File: config.mk
export PLATFORM = sky130hd
export DESIGN_NAME = zf_packet_writer_flat
export DESIGN_NICKNAME = d
export VERILOG_FILES = /design/src/design/zf_pkg.sv /design/src/design/zf_settings_if.sv /design/src/design/zf_stream_if.sv /design/src/design/zf_packet_writer.sv /design/src/flat_wrapper.sv
export SDC_FILE = /design/constraint.sdc
export NUM_CORES = 2
export LEC_CHECK = 0
export BUFFER_PORTS_ARGS = -buffer_cell sky130_fd_sc_hd__buf_2
export CORE_MARGIN = 1
export CORE_UTILIZATION = 40
export DETAILED_ROUTE_END_ITERATION = 6
export GPL_TIMING_DRIVEN = 0
export PLACE_DENSITY = 0.66
export SYNTH_ARGS = -nofsm -noshare
export SYNTH_HDL_FRONTEND = slang
export SYNTH_SLANG_ARGS = --single-unit
File: constraint.sdc
create_clock -name clk -period 7.85 [get_ports clk]
set_input_delay 0.3925 -clock clk [delete_from_list [all_inputs] [get_ports clk]]
set_output_delay 0.3925 -clock clk [all_outputs]
set_load 0.02 [all_outputs]
File: src/design/zf_pkg.sv
`default_nettype none

package zf_pkg;

    // settings bus address and data word
    typedef logic [31:0] word_t;

    // one beat of the packet stream
    typedef logic [63:0] beat_t;

    // page number taken from the settings address
    typedef logic [2:0] page_t;

    // --------------------------------------------------
    // settings page map
    // --------------------------------------------------
    localparam page_t PAGE_ARB    = 3'd0;
    localparam page_t PAGE_CORE   = 3'd2;
    localparam page_t PAGE_LOOKUP = 3'd3;
    localparam page_t PAGE_BUF    = 3'd4;

    // readback for pages with nothing behind them
    localparam word_t DEADBEEF = 32'hdeadbeef;

    // word offsets inside the arbiter page
    localparam int ARB_STATUS_OFS   = 8;
    localparam int ARB_OVERFLOW_OFS = 9;

endpackage

`default_nettype wire

File: src/design/zf_settings_if.sv
`timescale 1ns/10ps
`default_nettype none

interface zf_settings_if;

    // write side, one strobe per write
    logic          set_stb;
    zf_pkg::word_t set_addr;
    zf_pkg::word_t set_data;

    // readback side, data is combinational from rb_addr
    logic          rb_stb;
    zf_pkg::word_t rb_addr;
    zf_pkg::word_t rb_data;

    // page decoder end
    modport decoder (
        output set_stb, set_addr, set_data, rb_stb, rb_addr,
        input  rb_data
    );

    // register block end
    modport block (
        input  set_stb, set_addr, set_data, rb_stb, rb_addr,
        output rb_data
    );

endinterface

`default_nettype wire

File: src/design/zf_stream_if.sv
`timescale 1ns/10ps
`default_nettype none

interface zf_stream_if;

    zf_pkg::beat_t tdata;
    logic          tlast;
    logic          tvalid;
    logic          tready;

    // beat moves when tvalid and tready are both high
    modport source (output tdata, tlast, tvalid, input tready);
    modport sink (input tdata, tlast, tvalid, output tready);

endinterface

`default_nettype wire

File: src/design/zf_packet_writer.sv
`timescale 1ns/10ps
`default_nettype none

module zf_packet_writer #(
    parameter int BUF_WIDTH = 6
) (
    input  logic          clk,
    input  logic          rst,
    zf_stream_if.sink     data_s,
    zf_settings_if.block  set_bus,
    input  logic          i_cmd_valid,
    input  zf_pkg::word_t i_cmd_addr,
    output logic          o_cmd_ready,
    output logic          o_sts_stb,
    output zf_pkg::word_t o_sts_count
);

    // init holds off commands for one cycle out of reset
    typedef enum logic [1:0] {
        ST_INIT,
        ST_IDLE,
        ST_ACTIVE,
        ST_DONE
    } state_t;

    state_t               state;
    logic [BUF_WIDTH-1:0] wr_ptr;
    zf_pkg::word_t        beat_cnt;
    zf_pkg::beat_t        buf_mem [2**BUF_WIDTH];
    zf_pkg::beat_t        rb_word;
    logic                 cmd_fire;
    logic                 beat_fire;

    assign o_cmd_ready   = (state == ST_IDLE);
    // beats only flow between command and tlast
    assign data_s.tready = (state == ST_ACTIVE);
    assign cmd_fire      = i_cmd_valid && o_cmd_ready;
    assign beat_fire     = data_s.tvalid && data_s.tready;

    // --------------------------------------------------
    // FSM
    // --------------------------------------------------
    always_ff @(posedge clk) begin
        if (rst) begin
            state <= ST_INIT;
        end else begin
            case (state)
                ST_INIT:   state <= ST_IDLE;
                ST_IDLE:   if (cmd_fire) state <= ST_ACTIVE;
                ST_ACTIVE: if (beat_fire && data_s.tlast) state <= ST_DONE;
                default:   state <= ST_IDLE;
            endcase
        end
    end

    // base from the command, then one word per beat
    always_ff @(posedge clk) begin
        if (cmd_fire) begin
            wr_ptr   <= i_cmd_addr[BUF_WIDTH-1:0];
            beat_cnt <= '0;
        end else if (beat_fire) begin
            // wraps at the buffer depth
            wr_ptr   <= wr_ptr + 1'b1;
            beat_cnt <= beat_cnt + 1'b1;
        end
    end

    always_ff @(posedge clk) begin
        if (beat_fire) begin
            buf_mem[wr_ptr] <= data_s.tdata;
        end
    end

    // status for one cycle after the tlast beat
    assign o_sts_stb   = (state == ST_DONE);
    assign o_sts_count = beat_cnt;

    // --------------------------------------------------
    // buffer readback
    // --------------------------------------------------
    // word from bits above 3, bit 2 picks the upper half
    assign rb_word         = buf_mem[set_bus.rb_addr[BUF_WIDTH+2:3]];
    assign set_bus.rb_data = set_bus.rb_addr[2] ? rb_word[63:32] : rb_word[31:0];

endmodule

`default_nettype wire

File: src/flat_wrapper.sv
// flat-port wrapper written by rule: the top's interface ports become plain ports
module zf_packet_writer_flat 
#(
    parameter int BUF_WIDTH = 6
)
  (clk, rst, i_cmd_valid, i_cmd_addr, o_cmd_ready, o_sts_stb, o_sts_count, data_s_tdata, data_s_tlast, data_s_tvalid, data_s_tready, set_bus_set_stb, set_bus_set_addr, set_bus_set_data, set_bus_rb_stb, set_bus_rb_addr, set_bus_rb_data);
  zf_stream_if data_s_i ();
  zf_settings_if set_bus_i ();
  input  logic clk;
  input  logic rst;
  input  logic i_cmd_valid;
  input  zf_pkg::word_t i_cmd_addr;
  output logic o_cmd_ready;
  output logic o_sts_stb;
  output zf_pkg::word_t o_sts_count;
  input wire logic [$bits(data_s_i.tdata)-1:0] data_s_tdata;
  input wire logic [$bits(data_s_i.tlast)-1:0] data_s_tlast;
  input wire logic [$bits(data_s_i.tvalid)-1:0] data_s_tvalid;
  output wire logic [$bits(data_s_i.tready)-1:0] data_s_tready;
  input wire logic [$bits(set_bus_i.set_stb)-1:0] set_bus_set_stb;
  input wire logic [$bits(set_bus_i.set_addr)-1:0] set_bus_set_addr;
  input wire logic [$bits(set_bus_i.set_data)-1:0] set_bus_set_data;
  input wire logic [$bits(set_bus_i.rb_stb)-1:0] set_bus_rb_stb;
  input wire logic [$bits(set_bus_i.rb_addr)-1:0] set_bus_rb_addr;
  output wire logic [$bits(set_bus_i.rb_data)-1:0] set_bus_rb_data;
  assign data_s_i.tdata = data_s_tdata;
  assign data_s_i.tlast = data_s_tlast;
  assign data_s_i.tvalid = data_s_tvalid;
  assign data_s_tready = data_s_i.tready;
  assign set_bus_i.set_stb = set_bus_set_stb;
  assign set_bus_i.set_addr = set_bus_set_addr;
  assign set_bus_i.set_data = set_bus_set_data;
  assign set_bus_i.rb_stb = set_bus_rb_stb;
  assign set_bus_i.rb_addr = set_bus_rb_addr;
  assign set_bus_rb_data = set_bus_i.rb_data;
  zf_packet_writer #(.BUF_WIDTH(BUF_WIDTH)) u_core (.clk(clk), .rst(rst), .data_s(data_s_i), .set_bus(set_bus_i), .i_cmd_valid(i_cmd_valid), .i_cmd_addr(i_cmd_addr), .o_cmd_ready(o_cmd_ready), .o_sts_stb(o_sts_stb), .o_sts_count(o_sts_count));
endmodule
==> out/metrics.yaml <==
clock_sinks: 4136
grt_pass1_vias: 74600
ys_async_sr_fraction_pct: 0
clk_pin_slew_ps: 60
syn_nets: 6292
grt_start_max_net_pins: 65
ys_seq_area_share_pct: 78.8
initial_utilization_pct: 40.3
cts_made_buffers: 412
route.detailed.drc: 4
dieArea_um2: 395000
grt_use_total_pct: 22.3
synth_seq_cells: 4136
violations: "design-rule violations, max-capacitance violations, max-slew violations"
crit_type: "input pin to output port"
yosysTopAreaCellShare_pct: 78.4
avgViaCountPerCell: 6.04
die_x_um: 629
skew_ps: 44.6
ys.warnings.count: 0
dp_hpwl_um: 298000
finalCritPeriodShare_pct: 79.2
via_count: 75400
total_power_mw: 46.7
stdcell_area_um2: 183000
cts_tree: "yes"
slew_violations: 22
fin_util_pct: 46.9
yosys.area.top_type: "edfxtp_1"
p_per_area_nw_per_um2: 255
die_h_um: 629
crit_arrival_ps: 5830
syn_area_um2: 157000
drt_iter0_drc: 11400
setup_viol: 0
critPathMostFrequentCell: "mux4_2"
cp.required_ps: 7460
critPathMaxStageDelay_ps: 1060
antenna_found_initial: 90
slew_headroom_pct: -1.90
postCtsHoldBufs: 11
grt_overflow: 0
crit_path_top_delay_cell: "buf_1"
h-tree-depth: 5
syn_area_per_cell_um2: 25.8
drtPass1Iterations: 7
tns_ps: 0
status: "finished, violations left"
cp-start-kind: "input pin"
cts_resized: 0
maxCapViolations: 2
area.growth.synth_to_final_pct: 16.4
tightest_slew_ps: 1530
io_pins: 266
synthTopCellsByArea: "edfxtp_1 (78%), mux4_2 (19%), clkbuf_1 (0.46%)"
path_cells: "clkbuf_1 > buf_2 > buf_1 > clkbuf_1 > mux4_2 > mux4_2 > mux4_2 > mux2_2 > buf_2"
placed_area_um2: 169000
ant_nets: 0
rrSetupSlack_ps: 3410
drt_wl_total_um: 448000
cts_buffer_depth: 4
rows: 229
fmax_ghz: 0.161
fin_nets: 7069
hold_viol_final: 0
min_path_type: "input pin to flop"
root_buffer: "clkbuf_16"
leakagePower_nw: 55.9
cp.buffers_inverters: 5
end_kind: "output port"
peakVddDrop_mv: 0.202
fp.coreArea_um2: 390000
synthFlopType: "edfxtp_1"
critPathTopFamily: "buffers and inverters"
clkLatencyLatePin_ps: 950
synth_edf_count: 4102
ys_types: 34
layout.cells.most_common: "edfxtp_1"
grt_pass1_wl_um: 612000
detail_route.wl_per_cell_um: 35.9
gp_congestion: 0.864
post-cts-setup-buffers: 0
synthCells: 6088
crit_fanout: 10
layout-drive-gt1-share_pct: 34.6
rsz0062_at_grt: "no"
final_cell_mix: "edfxtp_1 (4102), mux4_2 (1344), clkbuf_16 (416), clkbuf_1 (254), buf_2 (223)"
layout_min_cycle_time_ps: 6220
io_buffer_count: 141
==> power breakdown <==
group          internal, mW  switching [mW]
Combinational         0.968            1.84
Clock                  11.1            8.29
Sequential             24.4          0.0467
==> flip-flops by register name (all words and copies together), names as in the netlist <==
signal,count
u_core.o_sts_count,32
u_core.buf_mem,4096
u_core.wr_ptr,6
u_core.state,2
==> layout make-up <==
class	instances	area, um2
sequential	4136	124000
antenna	88	220
multi-input combinational	1622	32400
inverter	7	26.3
tap	5197	6500
buffer	323	1390
clock inverter	245	2450
timing repair buffer	363	5310
fill	30700	207000
clock buffer	501	10700
==> worst paths after layout <==
kind                                        from                             endpoint  cells after the start
max                           set_bus_rb_addr[5]                  set_bus_rb_data[26]                      9
min                             data_s_tdata[15]     u_core.buf_mem[12][15]$_DFFE_PP_                      1
max reg2reg         u_core.state[0]$_SDFFE_PP0P_     u_core.buf_mem[12][11]$_DFFE_PP_                      8
min reg2reg  u_core.o_sts_count[12]$_SDFFE_PP0P_  u_core.o_sts_count[12]$_SDFFE_PP0P_                      2
==> kinds of logic (layout without fill, tap and decap cells) <==
logic type      Yosys count  count (layout)  synth area share [%]
fa+ha+maj                 5               5                0.0398
compound gates           29              29                0.0955
simple gates            185             185                 0.544
xor+xnor                 26              26                 0.145
other cells               0              88                     0
buf+inv                 330            1439                 0.875
mux                    1377            1377                  19.5
flops                  4136            4136                  78.8
==> worst register-to-register path, delay by kind of cell, from the launching register on <==
kind,cells,cell delay [ps]
fa+ha+maj,1,230
simple gates,3,2230
buf+inv,4,1290
flops,1,340
==> metal layers <==
layer  GRT usage, %  share of wire [%]  up-vias
li1               -                  -    28500
met1           29.2                 36    41000
met2           35.8                 48     5065
met3           5.04                 11      892
met4           10.2                4.9       26
met5              0              0.036        -
==> per-stage QoR <==
step                hold WS, ps  instances  worst slack, ps
floorplan                   462       6088             3300
global placement            482      11400            -1320
detailed placement          486      11600             1780
CTS                        38.2      12400             1770
global route               60.0      12500             1760
finish                     51.8      12500             1630
==> cell usage after synthesis, types with 11 or more instances <==
| cell | instances |
|---|---|
| a21oi_1 | 12 |
| buf_1 | 36 |
| buf_2 | 88 |
| clkbuf_1 | 194 |
| dfxtp_1 | 34 |
| edfxtp_1 | 4102 |
| mux2_2 | 33 |
| mux4_2 | 1344 |
| nand2_1 | 23 |
| nand3_1 | 16 |
| nor2_1 | 94 |
| o21ai_0 | 15 |
| or3_1 | 11 |
| xnor2_1 | 19 |
No activity file was read; power rests on OpenSTA's default activity.
