**src/design/zf_pkg.sv**
```systemverilog
`default_nettype none

package zf_pkg;

    // settings bus address and data word
    typedef logic [31:0] word_t;

    // one beat of the packet stream
    typedef logic [63:0] beat_t;

    // page number taken from the settings address
    typedef logic [2:0] page_t;

    // --------------------------------------------------
    // settings page map
    // --------------------------------------------------
    localparam page_t PAGE_ARB    = 3'd0;
    localparam page_t PAGE_CORE   = 3'd2;
    localparam page_t PAGE_LOOKUP = 3'd3;
    localparam page_t PAGE_BUF    = 3'd4;

    // readback for pages with nothing behind them
    localparam word_t DEADBEEF = 32'hdeadbeef;

    // word offsets inside the arbiter page
    localparam int ARB_STATUS_OFS   = 8;
    localparam int ARB_OVERFLOW_OFS = 9;

endpackage

`default_nettype wire

```
**src/design/zf_settings_if.sv**
```systemverilog
`timescale 1ns/10ps
`default_nettype none

interface zf_settings_if;

    // write side, one strobe per write
    logic          set_stb;
    zf_pkg::word_t set_addr;
    zf_pkg::word_t set_data;

    // readback side, data is combinational from rb_addr
    logic          rb_stb;
    zf_pkg::word_t rb_addr;
    zf_pkg::word_t rb_data;

    // page decoder end
    modport decoder (
        output set_stb, set_addr, set_data, rb_stb, rb_addr,
        input  rb_data
    );

    // register block end
    modport block (
        input  set_stb, set_addr, set_data, rb_stb, rb_addr,
        output rb_data
    );

endinterface

`default_nettype wire

```
**src/design/zf_settings_decode.sv**
```systemverilog
`timescale 1ns/10ps
`default_nettype none

module zf_settings_decode #(
    parameter int PAGE_WIDTH = 10
) (
    input  logic          i_set_stb,
    input  zf_pkg::word_t i_set_addr,
    input  zf_pkg::word_t i_set_data,
    input  logic          i_rb_stb,
    input  zf_pkg::word_t i_rb_addr,
    input  zf_pkg::word_t i_core_rb_data,
    output zf_pkg::word_t o_rb_data,
    output logic          o_core_set_stb,
    output zf_pkg::word_t o_core_set_addr,
    output zf_pkg::word_t o_core_set_data,
    zf_settings_if.decoder arb_bus,
    zf_settings_if.decoder lookup_bus,
    zf_settings_if.decoder buf_bus
);

    zf_pkg::page_t set_page;
    zf_pkg::page_t rb_page;

    // page is the three bits just above the page offset
    assign set_page = i_set_addr[PAGE_WIDTH+2:PAGE_WIDTH];
    assign rb_page  = i_rb_addr[PAGE_WIDTH+2:PAGE_WIDTH];

    // --------------------------------------------------
    // write strobes, one target per page
    // --------------------------------------------------
    assign arb_bus.set_stb    = i_set_stb && (set_page == zf_pkg::PAGE_ARB);
    assign lookup_bus.set_stb = i_set_stb && (set_page == zf_pkg::PAGE_LOOKUP);
    assign buf_bus.set_stb    = i_set_stb && (set_page == zf_pkg::PAGE_BUF);
    assign o_core_set_stb     = i_set_stb && (set_page == zf_pkg::PAGE_CORE);

    // address and data fan out to every block
    assign arb_bus.set_addr    = i_set_addr;
    assign arb_bus.set_data    = i_set_data;
    assign lookup_bus.set_addr = i_set_addr;
    assign lookup_bus.set_data = i_set_data;
    assign buf_bus.set_addr    = i_set_addr;
    assign buf_bus.set_data    = i_set_data;

    // core only sees the low byte of the address
    assign o_core_set_addr = {24'd0, i_set_addr[7:0]};
    assign o_core_set_data = i_set_data;

    // --------------------------------------------------
    // readback
    // --------------------------------------------------
    assign arb_bus.rb_stb     = i_rb_stb && (rb_page == zf_pkg::PAGE_ARB);
    assign lookup_bus.rb_stb  = i_rb_stb && (rb_page == zf_pkg::PAGE_LOOKUP);
    assign buf_bus.rb_stb     = i_rb_stb && (rb_page == zf_pkg::PAGE_BUF);
    assign arb_bus.rb_addr    = i_rb_addr;
    assign lookup_bus.rb_addr = i_rb_addr;
    assign buf_bus.rb_addr    = i_rb_addr;

    always_comb begin
        case (rb_page)
            zf_pkg::PAGE_ARB:    o_rb_data = arb_bus.rb_data;
            zf_pkg::PAGE_CORE:   o_rb_data = i_core_rb_data;
            // lookup answers with the unmapped value itself
            zf_pkg::PAGE_LOOKUP: o_rb_data = lookup_bus.rb_data;
            zf_pkg::PAGE_BUF:    o_rb_data = buf_bus.rb_data;
            default:             o_rb_data = zf_pkg::DEADBEEF;
        endcase
    end

endmodule

`default_nettype wire

```
**src/flat_wrapper.sv**
```systemverilog
// flat-port wrapper written by rule: the top's interface ports become plain ports
module zf_settings_decode_flat 
#(
    parameter int PAGE_WIDTH = 10
)
  (i_set_stb, i_set_addr, i_set_data, i_rb_stb, i_rb_addr, i_core_rb_data, o_rb_data, o_core_set_stb, o_core_set_addr, o_core_set_data, arb_bus_set_stb, arb_bus_set_addr, arb_bus_set_data, arb_bus_rb_stb, arb_bus_rb_addr, arb_bus_rb_data, lookup_bus_set_stb, lookup_bus_set_addr, lookup_bus_set_data, lookup_bus_rb_stb, lookup_bus_rb_addr, lookup_bus_rb_data, buf_bus_set_stb, buf_bus_set_addr, buf_bus_set_data, buf_bus_rb_stb, buf_bus_rb_addr, buf_bus_rb_data);
  zf_settings_if arb_bus_i ();
  zf_settings_if lookup_bus_i ();
  zf_settings_if buf_bus_i ();
  input  logic i_set_stb;
  input  zf_pkg::word_t i_set_addr;
  input  zf_pkg::word_t i_set_data;
  input  logic i_rb_stb;
  input  zf_pkg::word_t i_rb_addr;
  input  zf_pkg::word_t i_core_rb_data;
  output zf_pkg::word_t o_rb_data;
  output logic o_core_set_stb;
  output zf_pkg::word_t o_core_set_addr;
  output zf_pkg::word_t o_core_set_data;
  output wire logic [$bits(arb_bus_i.set_stb)-1:0] arb_bus_set_stb;
  output wire logic [$bits(arb_bus_i.set_addr)-1:0] arb_bus_set_addr;
  output wire logic [$bits(arb_bus_i.set_data)-1:0] arb_bus_set_data;
  output wire logic [$bits(arb_bus_i.rb_stb)-1:0] arb_bus_rb_stb;
  output wire logic [$bits(arb_bus_i.rb_addr)-1:0] arb_bus_rb_addr;
  input wire logic [$bits(arb_bus_i.rb_data)-1:0] arb_bus_rb_data;
  output wire logic [$bits(lookup_bus_i.set_stb)-1:0] lookup_bus_set_stb;
  output wire logic [$bits(lookup_bus_i.set_addr)-1:0] lookup_bus_set_addr;
  output wire logic [$bits(lookup_bus_i.set_data)-1:0] lookup_bus_set_data;
  output wire logic [$bits(lookup_bus_i.rb_stb)-1:0] lookup_bus_rb_stb;
  output wire logic [$bits(lookup_bus_i.rb_addr)-1:0] lookup_bus_rb_addr;
  input wire logic [$bits(lookup_bus_i.rb_data)-1:0] lookup_bus_rb_data;
  output wire logic [$bits(buf_bus_i.set_stb)-1:0] buf_bus_set_stb;
  output wire logic [$bits(buf_bus_i.set_addr)-1:0] buf_bus_set_addr;
  output wire logic [$bits(buf_bus_i.set_data)-1:0] buf_bus_set_data;
  output wire logic [$bits(buf_bus_i.rb_stb)-1:0] buf_bus_rb_stb;
  output wire logic [$bits(buf_bus_i.rb_addr)-1:0] buf_bus_rb_addr;
  input wire logic [$bits(buf_bus_i.rb_data)-1:0] buf_bus_rb_data;
  assign arb_bus_set_stb = arb_bus_i.set_stb;
  assign arb_bus_set_addr = arb_bus_i.set_addr;
  assign arb_bus_set_data = arb_bus_i.set_data;
  assign arb_bus_rb_stb = arb_bus_i.rb_stb;
  assign arb_bus_rb_addr = arb_bus_i.rb_addr;
  assign arb_bus_i.rb_data = arb_bus_rb_data;
  assign lookup_bus_set_stb = lookup_bus_i.set_stb;
  assign lookup_bus_set_addr = lookup_bus_i.set_addr;
  assign lookup_bus_set_data = lookup_bus_i.set_data;
  assign lookup_bus_rb_stb = lookup_bus_i.rb_stb;
  assign lookup_bus_rb_addr = lookup_bus_i.rb_addr;
  assign lookup_bus_i.rb_data = lookup_bus_rb_data;
  assign buf_bus_set_stb = buf_bus_i.set_stb;
  assign buf_bus_set_addr = buf_bus_i.set_addr;
  assign buf_bus_set_data = buf_bus_i.set_data;
  assign buf_bus_rb_stb = buf_bus_i.rb_stb;
  assign buf_bus_rb_addr = buf_bus_i.rb_addr;
  assign buf_bus_i.rb_data = buf_bus_rb_data;
  zf_settings_decode #(.PAGE_WIDTH(PAGE_WIDTH)) u_core (.i_set_stb(i_set_stb), .i_set_addr(i_set_addr), .i_set_data(i_set_data), .i_rb_stb(i_rb_stb), .i_rb_addr(i_rb_addr), .i_core_rb_data(i_core_rb_data), .o_rb_data(o_rb_data), .o_core_set_stb(o_core_set_stb), .o_core_set_addr(o_core_set_addr), .o_core_set_data(o_core_set_data), .arb_bus(arb_bus_i), .lookup_bus(lookup_bus_i), .buf_bus(buf_bus_i));
endmodule
```
**config.mk**
```make
export PLATFORM = sky130hd
export DESIGN_NAME = zf_settings_decode_flat
export DESIGN_NICKNAME = d
export VERILOG_FILES = /design/src/design/zf_pkg.sv /design/src/design/zf_settings_if.sv /design/src/design/zf_settings_decode.sv /design/src/flat_wrapper.sv
export SDC_FILE = /design/constraint.sdc
export NUM_CORES = 1
export LEC_CHECK = 0
export ABC_CLOCK_PERIOD_IN_PS = 1600
export BUFFER_PORTS_ARGS = -buffer_cell sky130_fd_sc_hd__buf_2
export CORE_AREA = 2 2 237 239
export DETAILED_ROUTE_END_ITERATION = 16
export DIE_AREA = 0 0 239 241
export SETUP_SLACK_MARGIN = 0.02
export SLEW_MARGIN = 20
export SYNTH_ARGS = -nofsm -noshare
export SYNTH_HDL_FRONTEND = slang
export SYNTH_SLANG_ARGS = --single-unit
```
**constraint.sdc**
```tcl
create_clock -name vclk -period 1.6
set_clock_uncertainty 0.2 [all_clocks]
set_input_delay 0.32 -clock vclk [all_inputs]
set_output_delay 0.32 -clock vclk [all_outputs]
set_load 0.02 [all_outputs]
```
==> impl_metrics.csv <==
group,metric,value,unit
pwr,p_sw_share,50.7,%
global_routing,grt_pass1_vias,2551,
layout,regArea,0,sq um
layout,fin_cells,1080,
detailed_routing,drtIter0Drc,42,
pwr,p_total,0.00112,W
run_status,status,"finished with violations",
detailed_routing,ant_nets,0,
floorplan,fp.dieH,241,microns
pwr,p_sw,0.000566,W
global_routing,grt_start_max_net_pins,22,
run_status,failed_checks,"negative setup slack",
layout,seq_cell_count,0,
place,io_buffers,193,
synthesis,syn_area_per_cell,8.03,sq um
detailed_routing,wirelength,17200,microns
pwr,seqPwrFrac,0,%
pwr,p_leak,1.66,nW
pwr,p_per_area,278,mW/mm^2
setup_path,path_class,"input port to output port",
worst_hold_path,hp-class,"input port to output port",
place,dp_cells,1062,
timing,setup_viol,35,
timing,post-route-period-util,118,%
job,cap_viol_max_count,0,
setup_path,crit_fanout,8,
place,gp_congestion,0.644,
global_routing,antenna_found_initial,10,
pwr,pwr-share-clk,0,%
cts,cts.hold.buffers_added,0,
synthesis,syn-instance-count,487,
layout,clock_buffers,0,
layout,layout_commonest_cell,"buf_2",
setup_path,crit_slowest_cell,"or4bb_1",
detailed_routing,vias,2459,
place,pre_cts_slack,-0.427,ns
floorplan,initial_core_util,7.13,%
timing,hold_viol_final,0,
timing,rsz0062_at_grt,"yes",
setup_path,cp-start-kind,"input port",
detailed_routing,first_pass_iters,4,
timing,slew_violations,0,
floorplan,dieArea,0.0576,sq mm
setup_path,critical_path.max_stage_delay,0.48,ns
synthesis,ys_seq_area_share,0,%
place,dp_hpwl,14600,microns
worst_hold_path,hp-start,"i_rb_addr[30]",
global_routing,grt_pass1_wl,20100,microns
timing,timing.final.ws_setup,-0.284,ns
detailed_routing,vias_per_cell,2.28,
worst_hold_path,worstHoldPathCells,0,
worst_hold_path,worst_hold_path.endpoint,"arb_bus_rb_addr[30]",
layout,nets,598,
global_routing,grt_usage,5.16,%
floorplan,core-area,0.0549,sq mm
timing,min_period,1.88,ns
floorplan,ios,617,
setup_path,critPathCaptureType,"output port",
floorplan,rows,86,
setup_path,path_cells,"buf_12 > buf_12 > or4bb_1 > o211ai_1 > buf_4",
pwr,p_int,0.000551,W
synthesis,synth_area,0.00391,sq mm
setup_path,arrival,1.36,ns
detailed_routing,routedWlPerCell,16.0,microns
setup_path,cpMostUsedCell,"buf_12",
floorplan,die_x,239,microns
detailed_routing,drc,0,
global_routing,overflow,0,
setup_path,worstPathRequired,1.08,ns
synthesis,synth_cell_type_count,21,
layout,syn_to_final_growth,2.94,%
pwr,peakVddDrop,0.0812,mV
synthesis,ys_warn_count,0,
pwr,power_frac_comb,100.0,%
timing,max_freq,531,MHz
layout,drive_gt1_share,74.9,%
layout,final_cell_mix,"buf_2, mux2i_1, buf_4",
cell type report:
type	count	area, sq um
well taps	704	881
multi-input cells	139	1370
repair buffers	231	1760
fillers	6432	50900
diodes	6	15.0
metrics by stage:
| step | TNS (ns) | utilization, % | hold slack (ns) | area [sq um] |
|---|---|---|---|---|
| after CTS | -6.86 | 7.02 | 0.440 | 3850 |
| after global placement | -8.94 | 6.45 | 0.440 | 3540 |
| after floorplan | -1.41 | - | 0.493 | 4160 |
| after global routing | -7.68 | 7.33 | 0.440 | 4020 |
| after detailed placement | -9.14 | 6.45 | 0.440 | 3540 |
| final | -6.30 | 7.34 | 0.440 | 4030 |
how the worst max path moves through the flow:
stage | start | endpoint | slack [ns] | depth (start not counted)
after global placement | i_rb_addr[12] | o_rb_data[8] | -0.43 | 5
after global routing | i_rb_addr[10] | o_rb_data[29] | -0.30 | 5
final | i_rb_addr[10] | o_rb_data[22] | -0.28 | 5
after floorplan | i_rb_addr[12] | o_rb_data[14] | -0.09 | 4
after CTS | i_rb_addr[12] | o_rb_data[8] | -0.30 | 5
after detailed placement | i_rb_addr[12] | o_rb_data[8] | -0.43 | 5
power by group through the flow:
stage,logic (W),clock network [W],registers [W]
floorplan,0.00170,0,0
global route,0.00120,0.000000000419,0
finish,0.00112,0.000000000507,0
detailed placement,0.000974,0,0
CTS,0.00109,0,0
global placement,0.000974,0,0
cells by family (layout without fill, tap and decap cells):
kind of cell,count (synthesis),count (layout),synth area share [%]
mux,56,56,14.3
buf+inv,371,231,73.1
other cells,1,30,0.0959
simple gates,27,27,6.33
compound gates,32,32,6.14
Yosys cell counts:
cell type	count	share of area, %
buf_4	353	68
mux2i_1	56	14
a22oi_1	24	4.6
nand4b_1	8	1.8
o211ai_1	8	1.5
buf_6	7	2.0
buf_2	6	0.77
buf_12	5	2.6
or4bb_1	5	1.4
nand4bb_1	3	0.86
and4b_1	2	0.51
and3_1	1	0.16
conb_1	1	0.096
nand2_1	1	0.096
nor2_2	1	0.16
nor2b_1	1	0.16
nor3_1	1	0.13
nor4b_1	1	0.22
nor4b_2	1	0.38
nor4bb_1	1	0.26
or2_1	1	0.16
metal layers:
metal / vias to the layer above / global-route usage (%) / part of all wire [%]
met3: 121 / 2.32 / 14
met4: 2 / 4.60 / 9.5
met2: 330 / 9.73 / 48
li1: 1010 / - / -
met5: - / 0 / 0.046
met1: 996 / 3.91 / 29
repair_timing:
item,in CTS,in global routing
buffers inserted,6,1
pin swaps,6,16
setup endpoints to repair,35,35
gates cloned,2,3
resized for setup,61,22
critical path, delay by kind of cell:
kind                   cells  cell delay, ns
AO/OA/AOI/OAI              1            0.13
buffers and inverters      3            0.43
AND/OR/NAND/NOR            1            0.48
No activity file was read; power rests on OpenSTA's default activity.
