`src/design/zf_pkg.sv`:
```
`default_nettype none

package zf_pkg;

    // settings bus address and data word
    typedef logic [31:0] word_t;

    // one beat of the packet stream
    typedef logic [63:0] beat_t;

    // page number taken from the settings address
    typedef logic [2:0] page_t;

    // --------------------------------------------------
    // settings page map
    // --------------------------------------------------
    localparam page_t PAGE_ARB    = 3'd0;
    localparam page_t PAGE_CORE   = 3'd2;
    localparam page_t PAGE_LOOKUP = 3'd3;
    localparam page_t PAGE_BUF    = 3'd4;

    // readback for pages with nothing behind them
    localparam word_t DEADBEEF = 32'hdeadbeef;

    // word offsets inside the arbiter page
    localparam int ARB_STATUS_OFS   = 8;
    localparam int ARB_OVERFLOW_OFS = 9;

endpackage

`default_nettype wire

```
`src/design/zf_settings_if.sv`:
```
`timescale 1ns/10ps
`default_nettype none

interface zf_settings_if;

    // write side, one strobe per write
    logic          set_stb;
    zf_pkg::word_t set_addr;
    zf_pkg::word_t set_data;

    // readback side, data is combinational from rb_addr
    logic          rb_stb;
    zf_pkg::word_t rb_addr;
    zf_pkg::word_t rb_data;

    // page decoder end
    modport decoder (
        output set_stb, set_addr, set_data, rb_stb, rb_addr,
        input  rb_data
    );

    // register block end
    modport block (
        input  set_stb, set_addr, set_data, rb_stb, rb_addr,
        output rb_data
    );

endinterface

`default_nettype wire

```
`src/design/zf_stream_if.sv`:
```
`timescale 1ns/10ps
`default_nettype none

interface zf_stream_if;

    zf_pkg::beat_t tdata;
    logic          tlast;
    logic          tvalid;
    logic          tready;

    // beat moves when tvalid and tready are both high
    modport source (output tdata, tlast, tvalid, input tready);
    modport sink (input tdata, tlast, tvalid, output tready);

endinterface

`default_nettype wire

```
`src/design/cvita_dest_lookup.sv`:
```
`timescale 1ns/10ps
`default_nettype none

module cvita_dest_lookup #(
    parameter int DEST_WIDTH = 2
) (
    input  logic                  clk,
    input  logic                  rst,
    zf_settings_if.block          set_bus,
    zf_stream_if.sink             in_s,
    zf_stream_if.source           out_s,
    output logic [DEST_WIDTH-1:0] o_tdest
);

    // endpoint to stream table, 256 entries
    logic [DEST_WIDTH-1:0] dest_table [256];

    // high while the next beat starts a packet
    logic                  sof;
    logic [DEST_WIDTH-1:0] dest_held;
    logic [DEST_WIDTH-1:0] dest_now;
    logic                  beat_fire;

    assign beat_fire = in_s.tvalid && out_s.tready;

    // --------------------------------------------------
    // table fill from the settings bus
    // --------------------------------------------------
    always_ff @(posedge clk) begin
        if (set_bus.set_stb) begin
            // word index within the page
            dest_table[set_bus.set_addr[9:2]] <= set_bus.set_data[DEST_WIDTH-1:0];
        end
    end

    // endpoint is the low byte of the first word
    assign dest_now = dest_table[in_s.tdata[7:0]];

    always_ff @(posedge clk) begin
        if (rst) begin
            sof <= 1'b1;
        end else if (beat_fire) begin
            sof <= in_s.tlast;
        end
    end

    // keep the first beat's result for the rest of the packet
    always_ff @(posedge clk) begin
        if (beat_fire && sof) begin
            dest_held <= dest_now;
        end
    end

    assign o_tdest = sof ? dest_now : dest_held;

    // beats go through untouched
    assign out_s.tdata  = in_s.tdata;
    assign out_s.tlast  = in_s.tlast;
    assign out_s.tvalid = in_s.tvalid;
    assign in_s.tready  = out_s.tready;

    // table is write only
    assign set_bus.rb_data = zf_pkg::DEADBEEF;

endmodule

`default_nettype wire

```
`src/flat_wrapper.sv`:
```
// flat-port wrapper written by rule: the top's interface ports become plain ports
module cvita_dest_lookup_flat 
#(
    parameter int DEST_WIDTH = 2
)
  (clk, rst, o_tdest, set_bus_set_stb, set_bus_set_addr, set_bus_set_data, set_bus_rb_stb, set_bus_rb_addr, set_bus_rb_data, in_s_tdata, in_s_tlast, in_s_tvalid, in_s_tready, out_s_tdata, out_s_tlast, out_s_tvalid, out_s_tready);
  zf_settings_if set_bus_i ();
  zf_stream_if in_s_i ();
  zf_stream_if out_s_i ();
  input  logic clk;
  input  logic rst;
  output logic [DEST_WIDTH-1:0] o_tdest;
  input wire logic [$bits(set_bus_i.set_stb)-1:0] set_bus_set_stb;
  input wire logic [$bits(set_bus_i.set_addr)-1:0] set_bus_set_addr;
  input wire logic [$bits(set_bus_i.set_data)-1:0] set_bus_set_data;
  input wire logic [$bits(set_bus_i.rb_stb)-1:0] set_bus_rb_stb;
  input wire logic [$bits(set_bus_i.rb_addr)-1:0] set_bus_rb_addr;
  output wire logic [$bits(set_bus_i.rb_data)-1:0] set_bus_rb_data;
  input wire logic [$bits(in_s_i.tdata)-1:0] in_s_tdata;
  input wire logic [$bits(in_s_i.tlast)-1:0] in_s_tlast;
  input wire logic [$bits(in_s_i.tvalid)-1:0] in_s_tvalid;
  output wire logic [$bits(in_s_i.tready)-1:0] in_s_tready;
  output wire logic [$bits(out_s_i.tdata)-1:0] out_s_tdata;
  output wire logic [$bits(out_s_i.tlast)-1:0] out_s_tlast;
  output wire logic [$bits(out_s_i.tvalid)-1:0] out_s_tvalid;
  input wire logic [$bits(out_s_i.tready)-1:0] out_s_tready;
  assign set_bus_i.set_stb = set_bus_set_stb;
  assign set_bus_i.set_addr = set_bus_set_addr;
  assign set_bus_i.set_data = set_bus_set_data;
  assign set_bus_i.rb_stb = set_bus_rb_stb;
  assign set_bus_i.rb_addr = set_bus_rb_addr;
  assign set_bus_rb_data = set_bus_i.rb_data;
  assign in_s_i.tdata = in_s_tdata;
  assign in_s_i.tlast = in_s_tlast;
  assign in_s_i.tvalid = in_s_tvalid;
  assign in_s_tready = in_s_i.tready;
  assign out_s_tdata = out_s_i.tdata;
  assign out_s_tlast = out_s_i.tlast;
  assign out_s_tvalid = out_s_i.tvalid;
  assign out_s_i.tready = out_s_tready;
  cvita_dest_lookup #(.DEST_WIDTH(DEST_WIDTH)) u_core (.clk(clk), .rst(rst), .set_bus(set_bus_i), .in_s(in_s_i), .out_s(out_s_i), .o_tdest(o_tdest));
endmodule
```
`config.mk`:
```
export PLATFORM = sky130hd
export DESIGN_NAME = cvita_dest_lookup_flat
export DESIGN_NICKNAME = d
export VERILOG_FILES = /design/src/design/zf_pkg.sv /design/src/design/zf_settings_if.sv /design/src/design/zf_stream_if.sv /design/src/design/cvita_dest_lookup.sv /design/src/flat_wrapper.sv
export SDC_FILE = /design/constraint.sdc
export NUM_CORES = 1
export LEC_CHECK = 0
export BUFFER_PORTS_ARGS = -buffer_cell sky130_fd_sc_hd__buf_2
export CORE_MARGIN = 1
export CORE_UTILIZATION = 31
export CTS_BUF_LIST = sky130_fd_sc_hd__clkbuf_16
export DETAILED_ROUTE_END_ITERATION = 10
export PLACE_DENSITY = 0.5
export SLEW_MARGIN = 20
export SYNTH_ARGS = -nofsm -noshare
export SYNTH_HDL_FRONTEND = slang
export SYNTH_SLANG_ARGS = --single-unit
```
`constraint.sdc`:
```
create_clock -name clk -period 4.8 [get_ports clk]
set_clock_uncertainty 0.15 [all_clocks]
set_input_delay 0.96 -clock clk [delete_from_list [all_inputs] [get_ports clk]]
set_output_delay 0.96 -clock clk [all_outputs]
set_load 0.005 [all_outputs]
```
==> impl_results.md, run 1 <==
* Status: completed
* CTS hold repair buffers at 0
* Critical path arrival at 3.64 ns
* # Post-CTS Setup Buffers at 0
* Unique masters post-synth at 54
* Async set-or-reset flop fraction in the synthesized netlist at 0
* Remaining DRCs at 0
* Worst path cell trace: buf_2 > inv_1 > mux2i_1 > mux4_2 > a221o_1 > a311oi_2 > mux2_4 > buf_2
* Hold Crit Class: input port to register
* CTS tree: built
* Antenna cells at 0
* Sequential element share of the synthesized area at 0.700
* Cells after synthesis at 1320
* Critical path class: input port to output port
* Pins Over Slew Limit at 0
* Chip height at 269 microns
* Die width at 269 microns
* Commonest cells after routing, fill and taps aside: 514 x edfxtp_1, 269 x nor2_1, 101 x mux4_2
* Max VDD drop at 0.000285 V
* DR WL/cell at 23.8 microns
* Footprint of the multi-input gates at 5500 sq um
* Hold WS at 0.405 ns
* Top_reg_cell synth: edfxtp_1
* Synth Area per Inst at 16.7 sq um
* Tcrit/Tclk final at 0.989
* FF+latch area at 15500 sq um
* Port Buffers at 36
* Root buffer cell: clkbuf_16
* EDFF count, synth at 514
* Routed vias at 11606
* Final setup vio count at 0
* Power per cell area at 389 nW/um^2
* Max incr delay on CP at 0.55 ns
* Starting density of the core at 0.314
* Placer Congestion at 0.799
* Tot Pwr at 9.78 mW
* Drt first pass iters at 5
* H-tree Lvls at 2
* Crit-path max FO at 11
* Slew margin rel. at 0.377
* Reg clk slew, reported paths at 0.05 ns
* CP Capture Type: output port
* Fmax at 211 MHz
* Die area at 72300 sq um
* Post-synth top area cell: edfxtp_1
* Pleak at 7.94 nW
* Kind of cell adding the most delay to the critical path: multiplexers
* TritonCTS Buffers at 55
* Top cells by area, synth: edfxtp_1 70%, mux4_2 10%, nor2_1 4.6%
* GRT Total Usage at 0.156
* Min cycle time layout at 4.75 ns
* Row count at 97
* I/O pins at 268
* Crit-path slowest cell: mux4_2
* Total negative slack at 0 ns
* RSZ-0062 raised after global routing: no
* Clock sink total at 515
* Number of global-route vias before repair at 12225
* Worst setup SP type: input port
* Initial antenna violation count at 2
* Ratio of cells with drive above 1 in the final layout at 0.231
* Maxcap violations at 0
* Worst Path Buf+Inv at 3
* Fin nets at 1521
* Synth Register Bits at 515
* Max clock buf depth at 3
* Drt via density at 4.96
* Most frequent CP cell: buf_2
* Share of the synthesized area in the top cell type at 0.699
* Worst Path Required at 3.69 ns
* Antenna viol nets, final at 0
* Area Overhead vs Synth at 13.8%
* Final Hold Fails at 0
* Gr ovfl total at 0
* Core area at 70300 sq um
* Largest net degree at the start of global routing at 128
* Final WL at 55600 microns
* DR iter-0 viols at 978
* Clock latency at the later pin of the worst-skew pair at 0.62 ns
* Mapped Area at 22100 sq um
* First-pass GRT wire length at 81200 microns
* Fin area at 25100 sq um
* Least-Margin Pin Slew at 0.934 ns
* Post-DP Area at 23300 sq um
* Fill count at 6595
* Yosys warning count at 0
* Most common cell after layout, fill and taps aside: edfxtp_1
* Dpl hpwl at 35500 microns
## synth_stat cells (2+ instances only)
cell	instances
buf_6	9
inv_1	5
nand2_1	38
nor4_1	3
mux4_1	23
nor3_1	8
nand3_1	30
a2111oi_0	2
o2111ai_1	3
a22oi_1	14
nor2_1	269
buf_2	12
buf_4	106
and3_1	3
o22ai_1	4
a21oi_1	9
mux4_2	101
buf_1	3
a22o_1	6
a211oi_1	5
o21ai_0	5
mux2i_1	31
conb_1	2
and2_1	2
nor2b_1	15
clkbuf_1	52
buf_12	3
mux2_2	3
edfxtp_1	514
nand4_1	9
a311oi_1	2
a221oi_1	5
nand2b_1	3
## worst paths after layout
kind,start,endpoint,slack (ns),cells after the start
worst min register to register,u_core.sof,u_core.dest_held[1],0.54,1
worst max register to register,u_core.dest_table[17][0],u_core.dest_held[0],2.22,6
worst max-delay path,in_s_tdata[2],o_tdest[0],0.05,8
worst min-delay path,rst,u_core.sof,0.40,2
## final cells by class
class | instances | share of cell area
Tap cell | 940 | 0.0468
Sequential cell | 515 | 0.615
Inverter | 6 | 0.000896
Clock inverter | 48 | 0.0172
Clock buffer | 55 | 0.0548
Multi-Input combinational cell | 644 | 0.219
Timing Repair Buffer | 132 | 0.0463
## sequential cells by signal, indices dropped and copies added (netlist names)
name and flops:
u_core.sof 1, u_core.dest_table 512, u_core.dest_held 2
## stage by stage
step	utilization	instances	setup slack (ns)
2_1_floorplan	-	1350	0.724
3_3_place_gp	0.331	2236	0.0210
3_5_place_dp	0.331	2236	0.00832
4_1_cts	0.357	2339	0.00500
5_1_grt	0.358	2340	0.0145
6_report	0.358	2340	0.0546
## timing repair
item,4_1_cts,5_1_grt
setup endpoints to repair,0,1
endpoints found under the hold margin,0,0
gates resized for setup,0,1
## routing by layer
layer	up-vias	routed length [microns]	track usage
met4	2	1190	0.0419
met1	6022	24100	0.212
met5	-	9	0
met3	90	3750	0.0333
li1	5077	-	-
met2	415	26500	0.252
## report_power, final
group | switching [mW] | leakage [nW] | internal (mW) | total [mW]
clock network | 1.78 | 0.936 | 2.46 | 4.25
logic | 0.350 | 2.37 | 0.225 | 0.576
registers | 0.00306 | 4.63 | 4.96 | 4.96
total | 2.13 | 7.94 | 7.65 | 9.78
## logic make-up after synthesis
logic type | Yosys count | synth area share
multiplexers | 159 | 0.147
other | 2 | 0.000340
AND/OR/NAND/NOR | 386 | 0.0734
AO/OA/AOI/OAI | 67 | 0.0236
buffers and inverters | 191 | 0.0564
flip-flops | 515 | 0.700
Note: power is estimated with default switching activity, not from simulation.
==> inputs of run 2 (changes only) <==
- clock period: 4.8 -> 4.65 ns (I/O delays scaled with it)
==> run 2 against run 1 <==
Critical endpoint unchanged. Global-route usage up 0.14 points. Total power grew 2.7%. Largest cell class unchanged. Wire length rose by 1.4%.
==> impl_results.md, run 2 (synthesized netlist as in run 1, its figures left out) <==
* Clock latency at the later pin of the worst-skew pair at 0.61 ns (was 0.62 ns)
* Fmax at 218 MHz
* Pins Over Slew Limit at 0 (unchanged)
* Final WL at 56400 microns (was 55600 microns)
* Largest register FFs at 512 (unchanged)
* Gr ovfl total at 0 (unchanged)
* Drt first pass iters at 8 (was 5)
* DR iter-0 viols at 986 (was 978)
* Tcrit/Tclk final at 0.985
* TritonCTS Buffers at 55 (unchanged)
* Antenna cells at 0 (unchanged)
* Most common cell after layout, fill and taps aside: edfxtp_1 (unchanged)
* Largest net degree at the start of global routing at 120 (was 128)
* Fill count at 6629 (was 6595)
* Die area at 72300 sq um (unchanged)
* GRT Total Usage at 0.157 (was 0.156)
* CTS hold repair buffers at 0 (unchanged)
* Row count at 97 (unchanged)
* Drt via density at 4.98 (was 4.96)
* DR WL/cell at 24.0 microns (was 23.8 microns)
* Area Overhead vs Synth at 14.4% (was 13.8%)
* Crit-path max FO at 10 (was 11)
* Chip height at 269 microns (unchanged)
* Number of global-route vias before repair at 12236 (was 12225)
* Port Buffers at 36 (unchanged)
* Fin nets at 1530 (was 1521)
* RSZ-0062 raised after global routing: no (unchanged)
* Remaining DRCs at 0 (unchanged)
* Routed vias at 11696 (was 11606)
* Antenna viol nets, final at 0 (unchanged)
* CP Capture Type: output port (unchanged)
* Final setup vio count at 0 (unchanged)
* Pleak at 8.00 nW (was 7.94 nW)
* Slew margin rel. at 0.290 (was 0.377)
* First-pass GRT wire length at 81700 microns (was 81200 microns)
* Status: completed (unchanged)
* Min cycle time layout at 4.58 ns
* Reg clk slew, reported paths at 0.06 ns (was 0.05 ns)
* Worst setup SP type: input port (unchanged)
* Critical path arrival at 3.50 ns (was 3.64 ns)
* Critical path class: input port to output port (unchanged)
* Max clock buf depth at 3 (unchanged)
* H-tree Lvls at 2 (unchanged)
* Final Hold Fails at 0 (unchanged)
* Root buffer cell: clkbuf_16 (unchanged)
* Total negative slack at 0 ns (unchanged)
* Starting density of the core at 0.314 (unchanged)
* Hold Crit Class: input port to register (unchanged)
* I/O pins at 268 (unchanged)
* Core area at 70300 sq um (unchanged)
* Least-Margin Pin Slew at 1.06 ns (was 0.934 ns)
* Placer Congestion at 0.807 (was 0.799)
* Beginning of the worst hold path: rst (unchanged)
* Maxcap violations at 0 (unchanged)
* R2r startpoint: u_core.dest_table[229][0] (was u_core.dest_table[17][0])
* Clock sink total at 515 (unchanged)
* Commonest cells after routing, fill and taps aside: 514 x edfxtp_1, 269 x nor2_1, 102 x mux4_2 (was 514 x edfxtp_1, 269 x nor2_1, 101 x mux4_2)
* Power per cell area at 398 nW/um^2 (was 389 nW/um^2)
* Worst Path Required at 3.57 ns (was 3.69 ns)
* Die width at 269 microns (unchanged)
* Max VDD drop at 0.000232 V (was 0.000285 V)
* Initial antenna violation count at 1 (was 2)
* Layout Utilization at 0.359 (was 0.358)
* Dpl hpwl at 35800 microns (was 35500 microns)
* CTS tree: built (unchanged)
* Ratio of cells with drive above 1 in the final layout at 0.242 (was 0.231)
* Crit. Startpoint: in_s_tdata[0] (was in_s_tdata[2])
## run 2: cell count changes in the layout (fill, tap and decap cells not counted), sizes merged
cell / previous run / this run
inv: 20 / 19
clkinv: 26 / 25
bufinv: 7 / 6
clkbuf: 56 / 58
buf: 131 / 140
clkinvlp: 1 / 0
## run 2: critical path: stages
cell	delay [ns]
buf_8	0.14
buf_12	0.16
mux4_1	0.37
mux2i_1	0.11
mux4_2	0.54
a221o_1	0.41
a311oi_2	0.50
mux2_4	0.23
buf_2	0.10
## run 2: cell type report
cell class                 count  area, sq um  area share
tap                          940         1180      0.0466
clock buffer                  57         1430      0.0565
inverter                       6         22.5    0.000892
sequential                   515        15500       0.612
multi-input combinational    644         5560       0.220
clock inverter                44          349      0.0138
timing repair buffer         141         1270      0.0503
## run 2: where the power goes
part / leakage, nW / switching, mW / internal, mW
Clock: 0.928 / 1.78 / 2.53
Combinational: 2.44 / 0.370 / 0.245
Sequential: 4.63 / 0.00311 / 5.12
Total: 8.00 / 2.15 / 7.90
## run 2: stage by stage
step / hold WS [ns] / instance area [sq um] / total power, mW / std cells / setup WS [ns]
detailed placement: 0.537 / 23300 / 5.82 / 2243 / -0.0822
CTS: 0.340 / 25100 / 10.1 / 2344 / 0.0262
floorplan: 0.499 / 22200 / 5.59 / 1350 / 0.634
global route: 0.358 / 25300 / 10.4 / 2347 / 0.00100
finish: 0.376 / 25300 / 10.1 / 2347 / 0.0710
global placement: 0.527 / 23300 / 5.82 / 2243 / -0.165
## run 2: final timing paths
kind	slack (ns)	depth (start not counted)	to
worst max-delay path	0.07	9	o_tdest[0]
worst min register to register	0.53	1	u_core.dest_held[0]
worst max register to register	2.06	5	u_core.dest_held[0]
worst min-delay path	0.38	2	u_core.sof
## run 2: what timing repair did
action,in CTS,in global routing
cloned,0,1
pin swaps,0,4
resized for setup,3,16
setup buffers,0,2
endpoints found under the setup margin,2,2
## run 2: layer usage
layer	global-route usage	share of wire	up-vias
met3	0.0321	0.064	109
li1	-	-	5101
met1	0.208	0.43	6082
met2	0.261	0.48	402
met5	0	0.00016	-
met4	0.0448	0.025	2
